`config.mk`:
```
export PLATFORM = sky130hd
export DESIGN_NAME = uart_rx
export DESIGN_NICKNAME = d
export VERILOG_FILES = /design/src/verilog/uart_bus_pkg.sv /design/src/verilog/uart_rx.sv
export SDC_FILE = /design/constraint.sdc
export NUM_CORES = 1
export LEC_CHECK = 0
export ABC_AREA = 1
export BUFFER_PORTS_ARGS = -buffer_cell sky130_fd_sc_hd__clkbuf_2
export CORE_ASPECT_RATIO = 0.7
export CORE_MARGIN = 1.5
export CORE_UTILIZATION = 42
export CTS_CLUSTER_SIZE = 10
export DETAILED_ROUTE_END_ITERATION = 10
export PLACE_DENSITY_LB_ADDON = 0.25
export RECOVER_POWER = 50
export SYNTH_ARGS = -nofsm -noshare
export SYNTH_HDL_FRONTEND = slang
export SYNTH_SLANG_ARGS = --single-unit
```
`constraint.sdc`:
```
create_clock -name clk50MHz -period 1.38 [get_ports clk50MHz]
set_input_delay 0.069 -clock clk50MHz [delete_from_list [all_inputs] [get_ports clk50MHz]]
set_output_delay 0.069 -clock clk50MHz [all_outputs]
set_load 0.1 [all_outputs]
```
`src/verilog/uart_bus_pkg.sv`:
```
package uart_bus_pkg;

    // Bus and serial widths
    localparam int BUS_WIDTH      = 32;
    localparam int BYTE_WIDTH     = 8;
    localparam int BYTES_PER_WORD = 4;
    localparam int BYTE_CNT_WIDTH = $clog2(BYTES_PER_WORD);

    typedef logic [BUS_WIDTH-1:0]          bus_word_t;
    typedef logic [BYTE_WIDTH-1:0]         uart_byte_t;
    typedef logic [BYTE_CNT_WIDTH-1:0]     byte_cnt_t;
    typedef logic [$clog2(BYTE_WIDTH)-1:0] bit_idx_t;

    localparam byte_cnt_t BYTE_LAST = byte_cnt_t'(BYTES_PER_WORD - 1);

    // Host protocol
    localparam uart_byte_t CMD_READ  = 8'h55;
    localparam uart_byte_t CMD_WRITE = 8'h56;

    // Serial timing, start + 8 data + stop
    localparam int CLKS_PER_BIT = 16;
    localparam int FRAME_BITS   = 10;

    typedef logic [$clog2(CLKS_PER_BIT)-1:0] bit_timer_t;
    typedef logic [$clog2(FRAME_BITS)-1:0]   frame_cnt_t;

    localparam bit_timer_t BIT_LAST      = bit_timer_t'(CLKS_PER_BIT - 1);
    localparam bit_timer_t HALF_BIT_LAST = bit_timer_t'(CLKS_PER_BIT / 2 - 1);
    localparam frame_cnt_t FRAME_LAST    = frame_cnt_t'(FRAME_BITS - 1);

    // Memory slave
    localparam int MEM_WAIT_CYCLES = 3;
    localparam int MEM_WORDS       = 256;

    typedef logic [$clog2(MEM_WORDS)-1:0]       mem_index_t;
    typedef logic [$clog2(MEM_WAIT_CYCLES)-1:0] wait_cnt_t;

    localparam wait_cnt_t WAIT_LAST = wait_cnt_t'(MEM_WAIT_CYCLES - 1);

    // State machines
    typedef enum logic [1:0] {
        RX_IDLE,
        RX_START,
        RX_DATA,
        RX_STOP
    } rx_state_t;

    typedef enum logic [1:0] {
        MEM_IDLE,
        MEM_LATCH,
        MEM_WAIT,
        MEM_DATA
    } mem_state_t;

    typedef enum logic [3:0] {
        ST_IDLE,
        ST_RX_ADDR,
        ST_RX_DATA,
        ST_BUS_REQ,
        ST_BUS_ADDR,
        ST_BUS_WAIT,
        ST_BUS_WRITE,
        ST_BUS_READ,
        ST_BUS_FINISH,
        ST_TX_REPLY
    } bridge_state_t;

endpackage

```
`src/verilog/uart_rx.sv`:
```
`timescale 1ns/1ps

module uart_rx (
    input  logic                     clk50MHz,
    input  logic                     rst,
    input  logic                     rx,
    output uart_bus_pkg::uart_byte_t rx_data,
    output logic                     rx_valid
);
    import uart_bus_pkg::*;

    logic       rx_meta;
    logic       rx_sync;
    rx_state_t  state;
    bit_timer_t clk_cnt;
    bit_idx_t   bit_cnt;
    uart_byte_t shift;

    // Line idles high
    always_ff @(posedge clk50MHz) begin
        if (rst) begin
            rx_meta <= 1'b1;
            rx_sync <= 1'b1;
        end else begin
            rx_meta <= rx;
            rx_sync <= rx_meta;
        end
    end

    always_ff @(posedge clk50MHz) begin
        if (rst) begin
            state    <= RX_IDLE;
            clk_cnt  <= '0;
            bit_cnt  <= '0;
            rx_valid <= 1'b0;
        end else begin
            rx_valid <= 1'b0;
            case (state)
                RX_IDLE: begin
                    clk_cnt <= '0;
                    if (!rx_sync) begin
                        state <= RX_START;
                    end
                end
                RX_START: begin
                    if (clk_cnt == HALF_BIT_LAST) begin
                        clk_cnt <= '0;
                        bit_cnt <= '0;
                        // Start bit gone by mid-bit is a glitch
                        state   <= rx_sync ? RX_IDLE : RX_DATA;
                    end else begin
                        clk_cnt <= clk_cnt + 1'b1;
                    end
                end
                RX_DATA: begin
                    if (clk_cnt == BIT_LAST) begin
                        clk_cnt <= '0;
                        bit_cnt <= bit_cnt + 1'b1;
                        if (bit_cnt == bit_idx_t'(BYTE_WIDTH - 1)) begin
                            state <= RX_STOP;
                        end
                    end else begin
                        clk_cnt <= clk_cnt + 1'b1;
                    end
                end
                RX_STOP: begin
                    if (clk_cnt == BIT_LAST) begin
                        // Framing error drops the byte
                        rx_valid <= rx_sync;
                        state    <= RX_IDLE;
                    end else begin
                        clk_cnt <= clk_cnt + 1'b1;
                    end
                end
                default: begin
                    state <= RX_IDLE;
                end
            endcase
        end
    end

    // LSB arrives first
    always_ff @(posedge clk50MHz) begin
        if (state == RX_DATA && clk_cnt == BIT_LAST) begin
            shift <= {rx_sync, shift[BYTE_WIDTH-1:1]};
        end
    end

    assign rx_data = shift;

endmodule

```
==> impl_metrics.csv <==
group,metric,value,unit
hold_path,min-delay-start,"rx_meta",
worst_setup_path,crit_family,"simple AND/OR/NAND/NOR gates",
logic_synthesis,yosys_warnings,0,
floorplan,num_rows,13,
global_route,grt_pass1_wl,2.23,mm
sta,finalHoldViolCount,0,
cts,cts_buffer_depth,2,
worst_setup_path,cp-start-kind,"flop",
floorplan,die_x,56.3,um
finish,fillers,174,
logic_synthesis,ys.flop_type,"dfxtp_1",
floorplan,coreArea,0.00187,sq mm
placement,portBuffers,11,
cts,path_clk_slew,110,ps
sta,rsz0062_at_grt,"no",
hold_path,hold_path_class,"flop to flop",
worst_setup_path,worstSetupPathType,"flop to flop",
global_route,antenna_found_initial,0,
logic_synthesis,synth_top_area_cell,"dfxtp_1",
outcome,status,"finished, final reports clean",
logic_synthesis,yosysMostFrequentCell,"nand2_1",
worst_setup_path,path_max_fanout,3,
finish,area_growth,19.5,%
sta,period_minus_slack,1240,ps
run,drv_cap,0,
finish,antennaDiodeCount,0,
logic_synthesis,synth_cells,90,
floorplan,dieArea,0.00227,sq mm
worst_setup_path,rr_worst_depth,9,
logic_synthesis,synth_area,835,sq um
sta,slew_viol_final,0,
detailed_routing,drc,0,
detailed_routing,vias_per_cell,4.91,
logic_synthesis,synth.top_cell.area_share,28.8,%
logic_synthesis,syn_avg_cell_area,9.27,sq um
global_route,overflow,0,
sta,tightest_slew,541,ps
finish,drive_gt1_share,27.8,%
worst_setup_path,r2r-start,"bit_cnt[0]",
logic_synthesis,synthTopCellsByCount,"nand2_1 (15), nor2_1 (14), dfxtp_1 (12)",
cts,insertion_delay,300,ps
sta,setup_viol,0,
pwr,p_leak,0.000427,uW
sta,finalSetupTns,0,ps
placement,place_hpwl,1.01,mm
logic_synthesis,syn_nets,96,
worst_setup_path,crit_slowest_cell,"dfxtp_1",
cts,h-tree-depth,1,
cts,cts_tree,"built",
cts,postCtsSetupBuffers,0,
detailed_routing,vias,638,
sta,whs,416,ps
global_route,grt_pass1_vias,528,
pwr,powerDensity,937,mW/mm^2
pwr,vdd_drop_max,0.523,mV
finish,nets,115,
logic_synthesis,synth_area_leaders,"dfxtp_1 (29%), edfxtp_1 (29%), nand2_1 (6.7%)",
worst_setup_path,cp_common_cell,"nand3_1",
detailed_routing,totalWireLength,1.36,mm
sta,period_share,89.7,%
logic_synthesis,synth.distinct_cells,17,
floorplan,initial_core_util,44.6,%
global_route,grt_max_degree,12,
hold_path,hold_depth,1,
worst_setup_path,r2r_setup_slack,140,ps
worst_setup_path,cp_num_buf_inv,1,
worst_setup_path,endpoint_kind,"flop",
detailed_routing,ant_nets,0,
logic_synthesis,synth-seq-area-share,57.6,%
cts,cts_buffers,3,
hold_path,min_to,"rx_sync",
worst_setup_path,worstPathRequired,1580,ps
floorplan,num_io_pins,12,
cts,cts_sinks,20,
placement,place_congestion,0.860,
detailed_routing,drtIter0Drc,6,
detailed_routing,firstDrtPassIters,4,
sta,maxSlewHeadroom,64.1,%
sta,fmax,808,MHz
sta,clock_skew,8.17,ps
worst_setup_path,max_stage_delay,360,ps
logic_synthesis,synth-async-reset-ratio,0,%
detailed_routing,wl_per_cell,10.5,um
logic_synthesis,synth_seq_cells,20,
worst_setup_path,cp_cell_sequence,"ha_1, ha_1, inv_1, nand3_1, nand2_1, nor2_2, nand3_1, nand3_1, nand2_1",
logic_synthesis,synth_edf_count,8,
floorplan,die_h,40.3,um
global_route,grt_usage,13.7,%
cts,clockRootBuffer,"clkbuf_4",
worst_setup_path,arrival,1440,ps
## kinds of logic (layout without fill, tap and decap cells)
| logic type | after synthesis | count (layout) | share of synthesized area, % |
|---|---|---|---|
| adder cells (fa/ha/maj) | 3 | 3 | 4.50 |
| flip-flops | 20 | 20 | 57.6 |
| buffers and inverters | 13 | 31 | 5.85 |
| XOR/XNOR | 1 | 1 | 1.05 |
| AND/OR/NAND/NOR | 42 | 42 | 23.7 |
| AO/OA/AOI/OAI | 11 | 11 | 7.35 |
## sequential cells by signal, summed over array words and instances (netlist names), named ones only
| signal | flops |
|---|---|
| rx_meta | 1 |
| rx_sync | 1 |
| rx_valid | 1 |
| rx_data | 8 |
| bit_cnt | 3 |
| state | 1 |
| clk_cnt | 4 |
## repair_timing
item | CTS | global route
hold endpoints to repair | 3 | 0
endpoints found under the setup margin | 0 | 14
hold buffers | 2 | 0
gates resized for setup | 0 | 9
## report_power, final
part	total (uW)	internal [uW]	switching, uW
logic	35.9	16.6	19.3
registers	623	615	7.43
clock network	276	113	163
## layout by cell type (no fill, tap or decap), types with 3 or more instances in the layout
cell type / n
nor2_1: 11
dfxtp_1: 8
o21ai_0: 4
clkbuf_4: 3
inv_1: 10
dfxtp_2: 3
a21oi_1: 5
clkbuf_2: 10
nor2_2: 3
nand3_1: 8
inv_2: 3
nand2_1: 15
edfxtp_1: 8
## worst max path at each step
| stage | from | depth (start not counted) | to | slack (ps) |
|---|---|---|---|---|
| after global placement | clk_cnt[0] | 8 | bit_cnt[1] | 50 |
| after global routing | bit_cnt[0] | 9 | flop | 10 |
| after CTS | clk_cnt[0] | 5 | clk_cnt[0] | 10 |
| final | bit_cnt[0] | 9 | flop | 140 |
| after floorplan | clk_cnt[0] | 3 | rx_data[0] | 50 |
| after detailed placement | clk_cnt[0] | 8 | bit_cnt[2] | 30 |
## cell type report
cell class	count	area, sq um	share of cell area, %
clock buffers	4	26.3	2.63
inverters	13	48.8	4.89
multi-input cells	57	325	32.6
flip-flops and latches	20	488	48.9
well taps	22	27.5	2.76
repair buffers	14	81.3	8.16
## per-stage QoR
| stage | instance area [sq um] | util [%] | worst slack, ps | total power (uW) | instances |
|---|---|---|---|---|---|
| 4_1_cts | 973 | 52.0 | 10.6 | 950 | 130 |
| 3_3_place_gp | 927 | 49.6 | 50.4 | 666 | 124 |
| 2_1_floorplan | 837 | - | 48.8 | 655 | 90 |
| 5_1_grt | 997 | 53.3 | 13.7 | 982 | 130 |
| 3_5_place_dp | 927 | 49.6 | 27.1 | 666 | 124 |
| 6_report | 997 | 53.3 | 142 | 935 | 130 |
## per-layer routing
metal  vias to the layer above  track usage, %  share of wire [%]
li1                        331               -                  -
met5                         -               0                  0
met1                       288            17.0                 50
met2                        19            22.6                 45
met4                         0            1.79                  0
met3                         0            6.77                5.4
## worst reg2reg max path: cells and delay by family (launching register included)
family / cells / cell delay, ps
and+or+nand+nor: 6 / 460
DFF: 1 / 360
adders and majority gates: 2 / 300
buffers and inverters: 1 / 40
Power figures use the tool's default switching activity.
