File: src/verilog/uart_bus_pkg.sv
package uart_bus_pkg;

    // Bus and serial widths
    localparam int BUS_WIDTH      = 32;
    localparam int BYTE_WIDTH     = 8;
    localparam int BYTES_PER_WORD = 4;
    localparam int BYTE_CNT_WIDTH = $clog2(BYTES_PER_WORD);

    typedef logic [BUS_WIDTH-1:0]          bus_word_t;
    typedef logic [BYTE_WIDTH-1:0]         uart_byte_t;
    typedef logic [BYTE_CNT_WIDTH-1:0]     byte_cnt_t;
    typedef logic [$clog2(BYTE_WIDTH)-1:0] bit_idx_t;

    localparam byte_cnt_t BYTE_LAST = byte_cnt_t'(BYTES_PER_WORD - 1);

    // Host protocol
    localparam uart_byte_t CMD_READ  = 8'h55;
    localparam uart_byte_t CMD_WRITE = 8'h56;

    // Serial timing, start + 8 data + stop
    localparam int CLKS_PER_BIT = 16;
    localparam int FRAME_BITS   = 10;

    typedef logic [$clog2(CLKS_PER_BIT)-1:0] bit_timer_t;
    typedef logic [$clog2(FRAME_BITS)-1:0]   frame_cnt_t;

    localparam bit_timer_t BIT_LAST      = bit_timer_t'(CLKS_PER_BIT - 1);
    localparam bit_timer_t HALF_BIT_LAST = bit_timer_t'(CLKS_PER_BIT / 2 - 1);
    localparam frame_cnt_t FRAME_LAST    = frame_cnt_t'(FRAME_BITS - 1);

    // Memory slave
    localparam int MEM_WAIT_CYCLES = 3;
    localparam int MEM_WORDS       = 256;

    typedef logic [$clog2(MEM_WORDS)-1:0]       mem_index_t;
    typedef logic [$clog2(MEM_WAIT_CYCLES)-1:0] wait_cnt_t;

    localparam wait_cnt_t WAIT_LAST = wait_cnt_t'(MEM_WAIT_CYCLES - 1);

    // State machines
    typedef enum logic [1:0] {
        RX_IDLE,
        RX_START,
        RX_DATA,
        RX_STOP
    } rx_state_t;

    typedef enum logic [1:0] {
        MEM_IDLE,
        MEM_LATCH,
        MEM_WAIT,
        MEM_DATA
    } mem_state_t;

    typedef enum logic [3:0] {
        ST_IDLE,
        ST_RX_ADDR,
        ST_RX_DATA,
        ST_BUS_REQ,
        ST_BUS_ADDR,
        ST_BUS_WAIT,
        ST_BUS_WRITE,
        ST_BUS_READ,
        ST_BUS_FINISH,
        ST_TX_REPLY
    } bridge_state_t;

endpackage

File: src/verilog/uart_tx.sv
`timescale 1ns/1ps

module uart_tx (
    input  logic                     clk50MHz,
    input  logic                     rst,
    input  uart_bus_pkg::uart_byte_t tx_data,
    input  logic                     tx_valid,
    output logic                     tx,
    output logic                     tx_busy
);
    import uart_bus_pkg::*;

    logic [FRAME_BITS-1:0] frame;
    bit_timer_t            clk_cnt;
    frame_cnt_t            bit_cnt;

    always_ff @(posedge clk50MHz) begin
        if (rst) begin
            frame   <= '1;
            clk_cnt <= '0;
            bit_cnt <= '0;
            tx_busy <= 1'b0;
        end else if (!tx_busy) begin
            if (tx_valid) begin
                // Stop bit, data LSB first, start bit
                frame   <= {1'b1, tx_data, 1'b0};
                clk_cnt <= '0;
                bit_cnt <= '0;
                tx_busy <= 1'b1;
            end
        end else begin
            if (clk_cnt == BIT_LAST) begin
                clk_cnt <= '0;
                frame   <= {1'b1, frame[FRAME_BITS-1:1]};
                if (bit_cnt == FRAME_LAST) begin
                    tx_busy <= 1'b0;
                end else begin
                    bit_cnt <= bit_cnt + 1'b1;
                end
            end else begin
                clk_cnt <= clk_cnt + 1'b1;
            end
        end
    end

    // Ones shift in behind the frame, so the line rests high
    assign tx = frame[0];

endmodule
File: config.mk
export PLATFORM = sky130hd
export DESIGN_NAME = uart_tx
export DESIGN_NICKNAME = d
export VERILOG_FILES = /design/src/verilog/uart_bus_pkg.sv /design/src/verilog/uart_tx.sv
export SDC_FILE = /design/constraint.sdc
export NUM_CORES = 1
export LEC_CHECK = 0
export ABC_AREA = 1
export ABC_CLOCK_PERIOD_IN_PS = 1750
export BUFFER_PORTS_ARGS = -buffer_cell sky130_fd_sc_hd__buf_2
export CORE_MARGIN = 4
export CORE_UTILIZATION = 33
export DETAILED_ROUTE_END_ITERATION = 12
export PLACE_DENSITY_LB_ADDON = 0.08
export SLEW_MARGIN = 20
export SYNTH_ARGS = -nofsm -noshare
export SYNTH_HDL_FRONTEND = slang
export SYNTH_SLANG_ARGS = --single-unit
File: constraint.sdc
create_clock -name clk50MHz -period 1.75 [get_ports clk50MHz]
set_clock_uncertainty 0.1 [all_clocks]
set_input_delay 0.175 -clock clk50MHz [delete_from_list [all_inputs] [get_ports clk50MHz]]
set_output_delay 0.175 -clock clk50MHz [all_outputs]
set_load 0.02 [all_outputs]
==> flow_summary.ini, run 1 <==
[global_route]
grt_pass1_wl_um = 3550
grt_pass1_vias = 769
antenna_found_initial = 0
grt_remaining_overflow = 0
grt_use_total = 0.127
grt_max_degree = 16

[detailed_routing]
antenna_left = 0
wire_per_inst_um = 10.6
viasPerCell = 4.56
first_iter_violations = 65
wirelength_um = 2000
vias = 861
dr_wl_met3_um = 80
wl_met1_um = 1080
top_layer = met4
drcViolationCount = 0
firstDrtPassIters = 4
wl_met2_um = 823

[clock_network]
cts_made_buffers = 3
cts_buffer_depth = 2
ctsRootBufferMaster = clkbuf_4
ctsResizeCount = 0
clkTransAtPathRegs_ns = 0.11
cts_sinks = 18
cts_tree = built
insertion_delay_ns = 0.29
post_cts_buffers = 0
holdBufCountCts = 1
htreeDepth = 1

[logic_synthesis]
synth_flop_cell = dfxtp_1
synthTopCellsByArea = dfxtp_1 (38%), nand2_1 (23%), nand3_1 (8.4%)
synthDistinctLibCells = 19
synth_largest_area_cell = dfxtp_1
synthArstFlopShare = 0
synth_common_cells = nand2_1 (58), dfxtp_1 (18), nand3_1 (16)
synth_cells = 142
synth_warnings = 0
synth_top_area_frac = 0.379
synth-edff-count = 0
synth_area_um2 = 951
synth_fp_nets = 156
yosysMostFrequentCell = nand2_1
ys_ff_latch = 18
yosysSeqAreaShare = 0.379
syn_area_per_cell_um2 = 6.70

[sta]
fin_crit_ns = 1.48
final-setup-viol-count = 0
post-route-period-util = 0.846
setup_tns_ns = 0
drv_slew = 0
tightest_slew_ns = 0.452
rsz0062_at_grt = false
max-slew-margin-rel = 0.698
final-hold-violation-count = 0
fin_ws_ns = 0.270
max_freq_ghz = 0.676

[status]
outcome = completed

[cells_and_area]
finalInstanceArea_mm2 = 0.00109
layout-drive-gt1-share = 0.171
antennaDiodeCount = 0
fillers = 294
fin_cells = 189
nets = 173
areaGrowthSynthToFinish_pct = 14.3

[floorplanning]
ioPinCount = 13
fp.dieH_um = 61.7
initial_core_util = 0.345
die-area_mm2 = 0.00380
rows = 19
die_x_um = 61.7
core_area_mm2 = 0.00276

[worst_setup_path]
crit_path_end_kind = output pin
cp_max_fo = 8
arrival_ns = 1.21
critical_path_class = register to output pin
cp-start-kind = register
required_ns = 1.47

[place]
portBuffers = 12
place_area_mm2 = 0.00104
dp.cells = 184
detailedPlace.worstSlack_ns = 0.336
gp_congestion = 0.749
dp_hpwl_um = 1540

[min_path]
hold_class = primary input to register

[job]
drv_cap = 0

[pwr]
peakVddDrop_mv = 0.357
p_per_area_mw_per_mm2 = 775
p_leak_nw = 0.555
[final cells by class]
cell class                      count  area [um^2]  area share
Clock buffer                        4         36.3      0.0334
Timing Repair Buffer               16         92.6      0.0852
Multi-Input combinational cell    105          500       0.460
Tap cell                           31         38.8      0.0357
Sequential cell                    18          360       0.331
Inverter                           15         58.8      0.0541
[kinds of logic after synthesis]
kind of cell / after synthesis / synth area share
compound gates: 10 / 0.0711
fa+ha+maj: 3 / 0.0395
buf+inv: 19 / 0.0947
flops: 18 / 0.379
simple gates: 92 / 0.416
[critical path: stages (launching register included)]
cell and delay [ns]:
dfxtp_1 0.52, buf_4 0.22, buf_2 0.17
[worst paths after layout]
path | from | end | slack (ns) | cells after the start
setup / recovery | tx_busy | tx_busy | 0.27 | 2
hold / removal | tx_data[7] | frame[8] | 0.03 | 3
setup reg to reg | clk_cnt[0] | bit_cnt[1] | 0.32 | 7
hold reg to reg | frame[0] | frame[0] | 0.37 | 2
[metal layers]
layer  track usage  vias up
met5             0        -
li1              -      479
met3        0.0314        2
met1         0.188      370
met2         0.170       10
met4        0.0545        0
[layout by cell type (no fill, tap or decap)]
master / synthesis / layout
dfxtp_1: 18 / 18
clkbuf_4: 0 / 3
a21oi_1: 4 / 4
a21oi_2: 1 / 1
buf_4: 0 / 3
buf_2: 1 / 12
o211ai_1: 1 / 1
nand4_1: 1 / 1
inv_4: 1 / 1
o21ai_0: 3 / 3
nand2_4: 2 / 2
nand3_1: 16 / 16
nand2_1: 58 / 58
inv_2: 1 / 1
inv_1: 13 / 13
nand3_2: 2 / 2
dlygate4sd3_1: 0 / 1
nor2_1: 13 / 13
o21ai_4: 1 / 1
clkbuf_8: 0 / 1
ha_1: 3 / 3
[registers in the layout (all words and copies together) (netlist names)]
signal / count
frame: 9
bit_cnt: 4
clk_cnt: 4
tx_busy: 1
[stage by stage]
stage | hold slack (ns) | total power, mW | util
floorplan | 0.137 | 0.553 | -
global placement | 0.282 | 0.591 | 0.377
detailed placement | 0.293 | 0.590 | 0.377
CTS | 0.0185 | 0.858 | 0.394
global route | 0.0343 | 0.896 | 0.394
finish | 0.0269 | 0.843 | 0.394
[power by group]
part           leakage [nW]  switching, mW  internal (mW)
clock                0.0210          0.135          0.127
combinational         0.386         0.0774         0.0511
sequential            0.148         0.0176          0.435
Note: power is estimated with default switching activity, not from simulation.
==> run 2: changes to the inputs <==
Settings changed: ABC_CLOCK_PERIOD_IN_PS 1750 to 1200.
Clock period 1.75 ns to 1.2 ns, I/O delays scaled along.
==> run 2 against run 1 <==
  * The flow now finishes with violations (setup timing)
  * Die area did not move
  * Non-clock buffer count rose by 15
  * Sequential share of layout area fell by 3.6 points
  * Power rose by 44%
  * Sequential power rose by 46%
  * Critical endpoint is now bit_cnt[0]
  * Largest power group unchanged
==> flow_summary.ini, run 2 (synthesis gave the netlist of run 1 again) <==
[cells_and_area]
fillers = 284
layout-drive-gt1-share = 0.295
largest_reg_flops = 9
fin_cells = 204
largest-register = frame
nets = 188
largestRegisters = frame: 9 flops, bit_cnt: 4 flops, clk_cnt: 4 flops
mostFrequentLayoutCells = nand2_1 (57), nand3_1 (15), buf_4 (15)
layout.cells.most_common = nand2_1
antennaDiodeCount = 0
areaGrowthSynthToFinish_pct = 31.4

[global_route]
grt_max_degree = 15
grt_most_used_layer = met2
antenna_found_initial = 0
use_met3 = 0.0231
grt_pass1_wl_um = 3620
grt_util_met2 = 0.197
grt_use_total = 0.127
grt_remaining_overflow = 0
grt_pass1_vias = 844
use_met1 = 0.168

[detailed_routing]
wirelength_um = 2050
viasPerCell = 4.59
first_iter_violations = 23
wire_per_inst_um = 10.0
antenna_left = 0
firstDrtPassIters = 4
drcViolationCount = 0
vias = 936

[place]
portBuffers = 12
gp_congestion = 0.738
dp.cells = 195
dp_hpwl_um = 1530
detailedPlace.worstSlack_ns = -0.101

[clock_network]
cts_buffer_depth = 2
cts_tree = built
cts_made_buffers = 3
insertion_delay_ns = 0.29
ctsRootBufferMaster = clkbuf_4
htreeDepth = 1
clkTransAtPathRegs_ns = 0.11
cts_sinks = 18

[sta]
max_freq_ghz = 0.793
tightest_slew_ns = 0.233
drv_slew = 0
final-setup-viol-count = 14
fin_hold_ws_ns = 0.0294
final-hold-violation-count = 0
fin_crit_ns = 1.26
fin_ws_ns = -0.0606
max-slew-margin-rel = 0.844
post-route-period-util = 1.05
rsz0062_at_grt = true

[min_path]
holdPathStages = 5
hold_class = primary input to register
min_to = frame[3]
min-delay-start = tx_data[2]

[floorplanning]
initial_core_util = 0.345
die_x_um = 61.7
ioPinCount = 13
rows = 19
core_area_mm2 = 0.00276
fp.dieH_um = 61.7
die-area_mm2 = 0.00380

[worst_setup_path]
slowest_delay_ns = 0.37
cp_max_fo = 5
critical_path_class = register to register
worstSetupStartpoint = clk_cnt[1]
cp-start-kind = register
r2r-start = clk_cnt[1]
reg2reg_slack_ns = -0.06
crit_chain = ha_4 -> nand2_4 -> o21ai_4 -> buf_4 -> nand3_2 -> nand2_1 -> nor2_1
crit_path_end_kind = register
critPathBufInv = 1
crit_family = flip-flops
crit_slowest_cell = dfxtp_2
arrival_ns = 1.36
reg2reg_depth = 7
r2r_end = bit_cnt[0]
required_ns = 1.30

[status]
violations = setup timing
outcome = finished with violations

[pwr]
p_leak_nw = 0.625
peakVddDrop_mv = 0.622
total_power_mw = 1.21
p_per_area_mw_per_mm2 = 971

[job]
drv_cap = 0
[run 2: cell types whose count changed in the layout (fill, tap and decap cells not counted), moves of 2 or more]
cell     delta
buf_4      +12
dfxtp_1     -5
dfxtp_2     +4
ha_1        -2
ha_4        +2
inv_1       -2
inv_2       +2
o21ai_0     -3
o21ai_1     +3
[run 2: timing repair]
item                                    CTS  global route
gates resized for setup                   3             8
pin swaps                                 2             5
endpoints found under the setup margin   12            17
hold buffers                              2             0
endpoints found under the hold margin     4             0
setup buffers                             2             1
[run 2: cell type report]
class / instances / area, um^2 / area share
Clock buffer: 4 / 26.3 / 0.0210
Inverter: 15 / 58.8 / 0.0470
Multi-Input combinational cell: 105 / 533 / 0.426
Sequential cell: 18 / 369 / 0.295
Tap cell: 31 / 38.8 / 0.0310
Timing Repair Buffer: 31 / 224 / 0.179
[run 2: report_power, final]
| group | total [mW] | switching, mW | internal, mW |
|---|---|---|---|
| Clock | 0.323 | 0.193 | 0.129 |
| Combinational | 0.232 | 0.125 | 0.107 |
| Sequential | 0.660 | 0.0249 | 0.635 |
| Total | 1.21 | 0.343 | 0.871 |
[run 2: worst reg2reg max path, stage by stage, from the launching register on]
cell and delay [ns]:
dfxtp_2 0.37, ha_4 0.15, nand2_4 0.06, o21ai_4 0.19
buf_4 0.15, nand3_2 0.06, nand2_1 0.06, nor2_1 0.03
[run 2: per-layer routing]
layer  wire [um]  vias to the layer above
met3          72                        2
met2         966                       12
met5           0                        -
met4          18                        0
met1         989                      414
li1            -                      508
[run 2: how the worst max path moves through the flow]
stage,to,slack (ns),cells past startpoint
detailed placement,bit_cnt[3],-0.10,6
global route,bit_cnt[0],-0.12,7
floorplan,bit_cnt[0],-0.01,7
finish,bit_cnt[0],-0.06,7
CTS,frame[0],-0.06,6
global placement,frame[8],-0.07,6
[run 2: per-stage QoR]
| step | setup TNS [ns] | util | cell area, um^2 |
|---|---|---|---|
| 2_1_floorplan | -0.0271 | - | 975 |
| 3_3_place_gp | -0.470 | 0.421 | 1160 |
| 3_5_place_dp | -0.693 | 0.421 | 1160 |
| 4_1_cts | -0.692 | 0.445 | 1230 |
| 5_1_grt | -1.53 | 0.453 | 1250 |
| 6_report | -0.465 | 0.453 | 1250 |
