$ cat src/verilog/uart_bus_pkg.sv
package uart_bus_pkg;

    // Bus and serial widths
    localparam int BUS_WIDTH      = 32;
    localparam int BYTE_WIDTH     = 8;
    localparam int BYTES_PER_WORD = 4;
    localparam int BYTE_CNT_WIDTH = $clog2(BYTES_PER_WORD);

    typedef logic [BUS_WIDTH-1:0]          bus_word_t;
    typedef logic [BYTE_WIDTH-1:0]         uart_byte_t;
    typedef logic [BYTE_CNT_WIDTH-1:0]     byte_cnt_t;
    typedef logic [$clog2(BYTE_WIDTH)-1:0] bit_idx_t;

    localparam byte_cnt_t BYTE_LAST = byte_cnt_t'(BYTES_PER_WORD - 1);

    // Host protocol
    localparam uart_byte_t CMD_READ  = 8'h55;
    localparam uart_byte_t CMD_WRITE = 8'h56;

    // Serial timing, start + 8 data + stop
    localparam int CLKS_PER_BIT = 16;
    localparam int FRAME_BITS   = 10;

    typedef logic [$clog2(CLKS_PER_BIT)-1:0] bit_timer_t;
    typedef logic [$clog2(FRAME_BITS)-1:0]   frame_cnt_t;

    localparam bit_timer_t BIT_LAST      = bit_timer_t'(CLKS_PER_BIT - 1);
    localparam bit_timer_t HALF_BIT_LAST = bit_timer_t'(CLKS_PER_BIT / 2 - 1);
    localparam frame_cnt_t FRAME_LAST    = frame_cnt_t'(FRAME_BITS - 1);

    // Memory slave
    localparam int MEM_WAIT_CYCLES = 3;
    localparam int MEM_WORDS       = 256;

    typedef logic [$clog2(MEM_WORDS)-1:0]       mem_index_t;
    typedef logic [$clog2(MEM_WAIT_CYCLES)-1:0] wait_cnt_t;

    localparam wait_cnt_t WAIT_LAST = wait_cnt_t'(MEM_WAIT_CYCLES - 1);

    // State machines
    typedef enum logic [1:0] {
        RX_IDLE,
        RX_START,
        RX_DATA,
        RX_STOP
    } rx_state_t;

    typedef enum logic [1:0] {
        MEM_IDLE,
        MEM_LATCH,
        MEM_WAIT,
        MEM_DATA
    } mem_state_t;

    typedef enum logic [3:0] {
        ST_IDLE,
        ST_RX_ADDR,
        ST_RX_DATA,
        ST_BUS_REQ,
        ST_BUS_ADDR,
        ST_BUS_WAIT,
        ST_BUS_WRITE,
        ST_BUS_READ,
        ST_BUS_FINISH,
        ST_TX_REPLY
    } bridge_state_t;

endpackage

$ cat src/verilog/uart_bus_bridge.sv
`timescale 1ns/1ps

module uart_bus_bridge (
    input  logic                     clk50MHz,
    input  logic                     rst,
    input  uart_bus_pkg::uart_byte_t rx_data,
    input  logic                     rx_valid,
    output uart_bus_pkg::uart_byte_t tx_data,
    output logic                     tx_valid,
    input  logic                     tx_busy,
    output logic                     bus_req,
    input  logic                     bus_ack,
    output logic                     bus_we,
    input  logic                     bus_wait,
    output uart_bus_pkg::bus_word_t  bus_wdata,
    input  uart_bus_pkg::bus_word_t  bus_rdata
);
    import uart_bus_pkg::*;

    bridge_state_t state;
    bridge_state_t next_state;
    logic          is_write;
    byte_cnt_t     byte_cnt;
    bus_word_t     addr;
    bus_word_t     wdata;
    bus_word_t     rdata;
    logic          is_cmd;
    logic          last_byte;
    logic          rx_addr_byte;
    logic          rx_data_byte;
    logic          byte_step;

    assign is_cmd       = (rx_data == CMD_READ) || (rx_data == CMD_WRITE);
    assign last_byte    = (byte_cnt == BYTE_LAST);
    assign rx_addr_byte = (state == ST_RX_ADDR) && rx_valid;
    assign rx_data_byte = (state == ST_RX_DATA) && rx_valid;
    assign byte_step    = rx_addr_byte || rx_data_byte || tx_valid;

    always_comb begin
        next_state = state;
        case (state)
            ST_IDLE: begin
                if (rx_valid && is_cmd) begin
                    next_state = ST_RX_ADDR;
                end
            end
            ST_RX_ADDR: begin
                if (rx_valid && last_byte) begin
                    next_state = is_write ? ST_RX_DATA : ST_BUS_REQ;
                end
            end
            ST_RX_DATA: begin
                if (rx_valid && last_byte) begin
                    next_state = ST_BUS_REQ;
                end
            end
            ST_BUS_REQ: begin
                if (bus_ack) begin
                    next_state = ST_BUS_ADDR;
                end
            end
            ST_BUS_ADDR: begin
                next_state = ST_BUS_WAIT;
            end
            ST_BUS_WAIT: begin
                if (!bus_wait) begin
                    next_state = is_write ? ST_BUS_WRITE : ST_BUS_READ;
                end
            end
            ST_BUS_WRITE: begin
                next_state = ST_BUS_FINISH;
            end
            ST_BUS_READ: begin
                next_state = ST_BUS_FINISH;
            end
            ST_BUS_FINISH: begin
                next_state = is_write ? ST_IDLE : ST_TX_REPLY;
            end
            ST_TX_REPLY: begin
                if (tx_valid && last_byte) begin
                    next_state = ST_IDLE;
                end
            end
            default: begin
                next_state = ST_IDLE;
            end
        endcase
    end

    always_ff @(posedge clk50MHz) begin
        if (rst) begin
            state    <= ST_IDLE;
            is_write <= 1'b0;
            byte_cnt <= '0;
        end else begin
            state <= next_state;
            if (state == ST_IDLE) begin
                byte_cnt <= '0;
                if (rx_valid) begin
                    is_write <= (rx_data == CMD_WRITE);
                end
            end else if (byte_step) begin
                // Wraps back to zero after the last byte of a word
                byte_cnt <= byte_cnt + 1'b1;
            end
        end
    end

    // Words are assembled LSB first
    always_ff @(posedge clk50MHz) begin
        if (rx_addr_byte) begin
            addr[BYTE_WIDTH*byte_cnt +: BYTE_WIDTH] <= rx_data;
        end
        if (rx_data_byte) begin
            wdata[BYTE_WIDTH*byte_cnt +: BYTE_WIDTH] <= rx_data;
        end
        if (state == ST_BUS_READ) begin
            rdata <= bus_rdata;
        end
    end

    assign bus_req = (state == ST_BUS_REQ)   ||
                     (state == ST_BUS_ADDR)  ||
                     (state == ST_BUS_WAIT)  ||
                     (state == ST_BUS_WRITE) ||
                     (state == ST_BUS_READ);

    assign bus_we = is_write;

    // Address on the shared lines for one cycle only
    assign bus_wdata = (state == ST_BUS_ADDR) ? addr : wdata;

    assign tx_valid = (state == ST_TX_REPLY) && !tx_busy;
    assign tx_data  = rdata[BYTE_WIDTH*byte_cnt +: BYTE_WIDTH];

endmodule

$ cat config.mk
export PLATFORM = sky130hd
export DESIGN_NAME = uart_bus_bridge
export DESIGN_NICKNAME = d
export VERILOG_FILES = /design/src/verilog/uart_bus_pkg.sv /design/src/verilog/uart_bus_bridge.sv
export SDC_FILE = /design/constraint.sdc
export NUM_CORES = 1
export LEC_CHECK = 0
export BUFFER_PORTS_ARGS = -buffer_cell sky130_fd_sc_hd__buf_2
export CORE_ASPECT_RATIO = 0.9
export CORE_MARGIN = 2
export CORE_UTILIZATION = 59
export CTS_CLUSTER_SIZE = 14
export DETAILED_ROUTE_END_ITERATION = 16
export PLACE_DENSITY = 0.84
export SKIP_LAST_GASP = 1
export SLEW_MARGIN = 20
export SYNTH_ARGS = -nofsm -noshare
export SYNTH_HDL_FRONTEND = slang
export SYNTH_SLANG_ARGS = --single-unit
$ cat constraint.sdc
create_clock -name clk50MHz -period 4.2 [get_ports clk50MHz]
set_input_delay 0.21 -clock clk50MHz [delete_from_list [all_inputs] [get_ports clk50MHz]]
set_output_delay 0.21 -clock clk50MHz [all_outputs]
set_load 0.02 [all_outputs]
==> results.py, run 1 <==
metrics = {
    "worst_setup_path": {
        "worstPathCellList": "nand2b_1, nor3_4, buf_4, mux2_2, buf_2",
        "slowest_stage": "dfxtp_1",
        "worstPathArrival_ns": 2.45,
        "end_kind": "output port",
        "crit_required_ns": 3.99,
        "crit_fanout": 32,
        "cpPeakStageDelay_ns": 0.69,
        "cp-start-kind": "register",
        "worstSetupPathType": "register to output port",
        "critPathBufInv": 2,
        "path_delay_family": "flip-flops",
    },
    "synthesis": {
        "yosysSeqAreaShare": 0.686,
        "ys.flop_type": "edfxtp_1",
        "synth_edf_count": 96,
        "synth_top_family_by_area": "multiplexers",
        "synth_cell_type_count": 42,
        "ys_warn_count": 0,
        "syn-num-nets": 322,
        "ys_ff_latch": 103,
        "synth_mux_area_frac": 0.129,
        "postSynthAreaPerCell_um2": 16.3,
        "synthAdderAreaFrac": 0.0170,
        "synthArstFlopShare": 0,
        "synth_simple_gate_area_frac": 0.121,
        "syn_area_um2": 4410,
        "postSynthCellCount": 270,
        "synth_compound_area_frac": 0.0281,
        "synth_xor_xnor_area_share": 0.00397,
    },
    "timing": {
        "setup_viol": 0,
        "rsz0062_at_grt": "false",
        "period_needed_ns": 2.66,
        "maxSlewHeadroom": 0.466,
        "drv_slew": 0,
        "worst_pin_slew_ns": 0.800,
        "finClkSkew_ns": 0.0125,
        "worst_slack_ns": 1.54,
        "max_freq_mhz": 376,
        "final_hold_viol_count": 0,
        "min_period_over_period": 0.632,
        "tns_ns": 0,
    },
    "routing": {
        "drc": 0,
        "viasPerCell": 5.47,
        "wire_per_inst_um": 17.2,
        "first_pass_iters": 4,
        "via_count": 2516,
        "wirelength_um": 7930,
        "ant_nets": 0,
        "drtIter0Drc": 92,
    },
    "layout": {
        "drive_gt1_frac": 0.398,
        "fill_cells": 461,
        "nets": 414,
        "n_antenna_cell": 0,
        "area_delta_synth_final_pct": 16.8,
        "final_util": 0.720,
        "final_cell_mix": "edfxtp_1, buf_2, and2_1",
        "final_common_cell": "edfxtp_1",
        "final_cell_count_no_fill": 460,
    },
    "power_and_ir_drop": {
        "internal-power_w": 0.00157,
        "switching_share": 0.254,
        "ir_drop_mv": 0.263,
        "power_density_nw_per_um2": 410,
        "p_seq_frac": 0.576,
        "combPwrFrac": 0.134,
        "power.leakage_nw": 1.65,
        "switchingPower_w": 0.000535,
        "pwr-share-clk": 0.290,
    },
    "place": {
        "port-buffer-count": 88,
        "dp_hpwl_um": 5490,
        "dp_cells": 442,
        "place_ws_ns": 1.60,
        "gp_congestion": 0.782,
    },
    "die": {
        "top_level_ports": 89,
        "die_w_um": 95.1,
        "initial_core_util": 0.617,
        "fp-row-count": 29,
        "fp.coreArea_um2": 7150,
        "chipHeight_um": 86,
        "dieArea_um2": 8180,
    },
    "clock_tree": {
        "post_cts_buffers": 0,
        "postCtsResizedCells": 0,
        "cts_sinks": 103,
        "root_buffer": "clkbuf_8",
        "clkTransAtPathRegs_ns": 0.09,
        "numCtsBuffers": 9,
        "clock_latency_ns": 0.37,
        "cts_max_path_buffers": 2,
        "cts_tree": "built",
        "h-tree-depth": 3,
    },
    "global_routing": {
        "grt_max_degree": 33,
        "grt_use_total": 0.206,
        "antenna_found_initial": 0,
        "overflow": 0,
        "grt_pass1_wl_um": 12200,
        "grt_pass1_vias": 2510,
    },
    "job": {
        "maxCapViolCount": 0,
    },
    "worst_hold_path": {
        "hold_class": "input pin to register",
    },
    "outcome": {
        "outcome": "finished clean",
    },
}
[power groups by stage]
stage,Clock (W),Combinational (W),Sequential [W]
floorplan,0,0.000238,0.00119
global placement,0,0.000272,0.00124
detailed placement,0,0.000281,0.00124
CTS,0.000615,0.000282,0.00122
global route,0.000659,0.000308,0.00122
finish,0.000611,0.000283,0.00122
[cell type report]
cell class | instances | area [um2] | share of cell area
clock buffer | 12 | 135 | 0.0263
sequential | 103 | 3020 | 0.587
clock inverter | 4 | 53.8 | 0.0105
multi-input combinational | 152 | 1330 | 0.258
tap | 93 | 116 | 0.0226
timing repair buffer | 92 | 475 | 0.0924
inverter | 4 | 15.0 | 0.00292
[state kept, by name, summed over array words and instances (netlist names)]
register	cells
addr	32
bus_we	1
byte_cnt	2
rdata	32
state	4
wdata	32
[path summary, 6_finish.rpt]
kind | from | to | slack, ns | cells after the start
setup / recovery | state[2] | bus_wdata[9] | 1.54 | 5
hold / removal | bus_rdata[23] | rdata[23] | 0.02 | 1
setup reg to reg | byte_cnt[0] | addr[23] | 1.63 | 4
hold reg to reg | bus_we | bus_we | 0.51 | 2
[per-stage QoR]
stage                     cell area, um2  power (W)  hold slack, ns
after floorplan                     4410    0.00143           0.309
after global placement              4940    0.00151           0.386
after detailed placement            4940    0.00152           0.388
after CTS                           5130    0.00211         0.00486
after global routing                5150    0.00219         0.00155
final                               5150    0.00211          0.0165
[cell families after synthesis]
logic type	count (synthesis)
buf+inv	15
simple gates	84
mux	43
fa+ha+maj	6
xor+xnor	2
compound gates	17
flops	103
[layer usage]
layer / GRT usage / vias up / routed length [um]
met1: 0.274 / 1211 / 3350
li1: - / 1205 / -
met4: 0.0751 / 0 / 150
met2: 0.332 / 87 / 3950
met5: 0 / - / 0
met3: 0.0536 / 13 / 478
[cell usage after synthesis (3+ instances only)]
library cell | count | area [um2]
nor2b_1 | 4 | 25.0
and2_1 | 40 | 250
inv_1 | 4 | 15.0
buf_2 | 7 | 35.0
mux2i_1 | 3 | 30.0
mux2_2 | 30 | 338
nor2_1 | 7 | 26.3
mux4_2 | 8 | 180
ha_1 | 6 | 75.1
edfxtp_1 | 96 | 2880
nor3_1 | 3 | 15.0
dfxtp_1 | 7 | 140
nand2_1 | 6 | 22.5
clkbuf_1 | 3 | 11.3
a21oi_1 | 4 | 20.0
nor3b_1 | 3 | 22.5
nand2b_1 | 8 | 50.1
[worst register-to-register path: stages, from the launching register on]
cell and delay (ns):
dfxtp_1 0.84, inv_1 0.25, ha_1 0.41, nor3b_1 0.68, and2_1 0.26
[repair_timing]
action	in CTS	in global routing
hold buffers	0	2
hold endpoints to repair	0	2
setup endpoints to repair	0	0
No activity file was read; power rests on OpenSTA's default activity.
==> run 2: changes to the inputs <==
--- a/config.mk
+++ b/config.mk
@@ -8,10 +8,10 @@
 export BUFFER_PORTS_ARGS = -buffer_cell sky130_fd_sc_hd__buf_2
 export CORE_ASPECT_RATIO = 0.9
 export CORE_MARGIN = 2
-export CORE_UTILIZATION = 59
+export CORE_UTILIZATION = 55
 export CTS_CLUSTER_SIZE = 14
 export DETAILED_ROUTE_END_ITERATION = 16
-export PLACE_DENSITY = 0.84
+export PLACE_DENSITY = 0.79
 export SKIP_LAST_GASP = 1
 export SLEW_MARGIN = 20
 export SYNTH_ARGS = -nofsm -noshare
==> constraint.sdc (replaced) <==
create_clock -name clk50MHz -period 2.6 [get_ports clk50MHz]
set_input_delay 0.13 -clock clk50MHz [delete_from_list [all_inputs] [get_ports clk50MHz]]
set_output_delay 0.13 -clock clk50MHz [all_outputs]
set_load 0.02 [all_outputs]
==> run 2 against run 1 <==
Effect of this change:
- final cell count grew 7.8%
- flip-flop and latch count is the same
- non-clock buffer count grew 34
- clock-buffer cell count shrank 3
- global-route usage grew 0.99 points
- clock skew shrank 0.0045 ns
- hold slack gained 0.048 ns
- critical path depth is the same
- via count grew 8.2%
- register-to-register slack lost 1.1 ns
- combinational power grew 91%
- clock power grew 61%
==> results.py, run 2 (synthesis results as in run 1) <==
metrics = {
    "worst_setup_path": {
        "end_kind": "output port",
        "crit_fanout": 32,
        "cp-start-kind": "register",
        "ff2ff_setup_slack_ns": 0.56,
        "worstSetupPathType": "register to output port",
        "crit_required_ns": 2.47,
        "worstPathArrival_ns": 2.27,
        "reg2regPathDepth": 3,
    },
    "clock_tree": {
        "cts_max_path_buffers": 2,
        "numCtsBuffers": 9,
        "clkTransAtPathRegs_ns": 0.09,
        "h-tree-depth": 3,
        "cts_sinks": 103,
        "root_buffer": "clkbuf_8",
        "cts_tree": "built",
        "post_cts_buffers": 0,
        "clock_latency_ns": 0.36,
    },
    "die": {
        "fp-row-count": 30,
        "dieArea_um2": 8750,
        "die_w_um": 98.4,
        "initial_core_util": 0.576,
        "chipHeight_um": 88.9,
        "fp.coreArea_um2": 7660,
        "top_level_ports": 89,
    },
    "power_and_ir_drop": {
        "switching_share": 0.255,
        "power_density_nw_per_um2": 630,
        "internal-power_w": 0.00257,
        "pwr-share-clk": 0.284,
        "ir_drop_mv": 0.356,
        "switchingPower_w": 0.000882,
        "p_seq_frac": 0.559,
        "power.leakage_nw": 1.80,
        "power_w": 0.00346,
        "combPwrFrac": 0.156,
    },
    "routing": {
        "drtIter0Drc": 120,
        "via_count": 2722,
        "wire_per_inst_um": 18.2,
        "viasPerCell": 5.49,
        "drc": 0,
        "ant_nets": 0,
        "wirelength_um": 9030,
        "first_pass_iters": 4,
    },
    "layout": {
        "n_antenna_cell": 0,
        "area_delta_synth_final_pct": 24.5,
        "ff_latch_area_um2": 3020,
        "fill_cells": 503,
        "top_regs": "addr (32), rdata (32), wdata (32)",
        "final_common_cell": "edfxtp_1",
        "nets": 448,
        "multi_input_area_um2": 1330,
        "final_cell_mix": "edfxtp_1, buf_2, and2_1",
        "drive_gt1_frac": 0.383,
    },
    "timing": {
        "rsz0062_at_grt": "false",
        "max_freq_mhz": 416,
        "setup_viol": 0,
        "period_needed_ns": 2.40,
        "min_period_over_period": 0.925,
        "worst_pin_slew_ns": 0.755,
        "maxSlewHeadroom": 0.495,
        "tns_ns": 0,
        "finClkSkew_ns": 0.00803,
        "drv_slew": 0,
        "final_hold_viol_count": 0,
    },
    "global_routing": {
        "grt_max_degree": 33,
        "grt_pass1_wl_um": 14200,
        "grt_use_total": 0.216,
        "grt_pass1_vias": 2877,
        "overflow": 0,
        "antenna_found_initial": 0,
    },
    "outcome": {
        "outcome": "finished clean",
    },
    "worst_hold_path": {
        "hold_class": "input pin to register",
        "holdPathStages": 2,
    },
    "place": {
        "dp_hpwl_um": 5540,
        "gp_congestion": 0.782,
        "port-buffer-count": 88,
    },
    "job": {
        "maxCapViolCount": 0,
    },
}
## run 2: changes by cell type in the layout (fill, tap and decap cells not counted), sizes merged
| cell | before | now |
|---|---|---|
| clkbuf | 12 | 9 |
| buf | 90 | 94 |
| clkinv | 0 | 1 |
| dlygate4sd3 | 2 | 32 |
| clkinvlp | 2 | 3 |
## run 2: final timing paths
path | start | to
worst min-delay path | rst | bus_we
worst max-delay path | state[3] | bus_wdata[0]
worst min register to register | bus_we | bus_we
worst max register to register | state[1] | wdata[19]
## run 2: repair_timing
| item | 4_1_cts | 5_1_grt |
|---|---|---|
| resized for setup | 0 | 1 |
| endpoints found under the hold margin | 32 | 0 |
| setup endpoints to repair | 0 | 32 |
| hold buffers | 32 | 0 |
## run 2: layout make-up
cell class	count	area share
clock buffer	9	0.0226
multi-input combinational	152	0.242
timing repair buffer	126	0.147
clock inverter	6	0.0128
tap	96	0.0219
inverter	4	0.00274
sequential	103	0.551
## run 2: stage by stage
step	hold slack [ns]	worst slack, ns	std cells	utilization	cell area, um2
after floorplan	0.229	0.476	270	-	4410
after global placement	0.306	0.574	449	0.649	4970
after detailed placement	0.308	0.468	449	0.649	4970
after CTS	0.0406	0.0743	496	0.717	5490
after global routing	0.0927	0.0728	496	0.717	5490
final	0.0643	0.196	496	0.717	5490
## run 2: layer usage
metal / wire [um] / global-route usage / share of wire / vias to the layer above
met1: 3700 / 0.267 / 0.41 / 1337
met3: 447 / 0.0367 / 0.049 / 21
met5: 0 / 0 / 0 / -
met4: 261 / 0.112 / 0.029 / 0
li1: - / - / - / 1273
met2: 4630 / 0.375 / 0.51 / 91
## run 2: power by group through the flow
stage / Clock [W] / Sequential [W] / Combinational [W]
after detailed placement: 0 / 0.00197 / 0.000498
after floorplan: 0 / 0.00193 / 0.000384
after global placement: 0 / 0.00197 / 0.000485
after global routing: 0.00105 / 0.00194 / 0.000590
final: 0.000983 / 0.00193 / 0.000540
after CTS: 0.000994 / 0.00193 / 0.000536
## run 2: critical path: stages, from the launching register on
cell      delay [ns]
dfxtp_1         0.50
nand2b_1        0.30
nor3_4          0.13
buf_4           0.39
mux2_2          0.40
buf_2           0.16
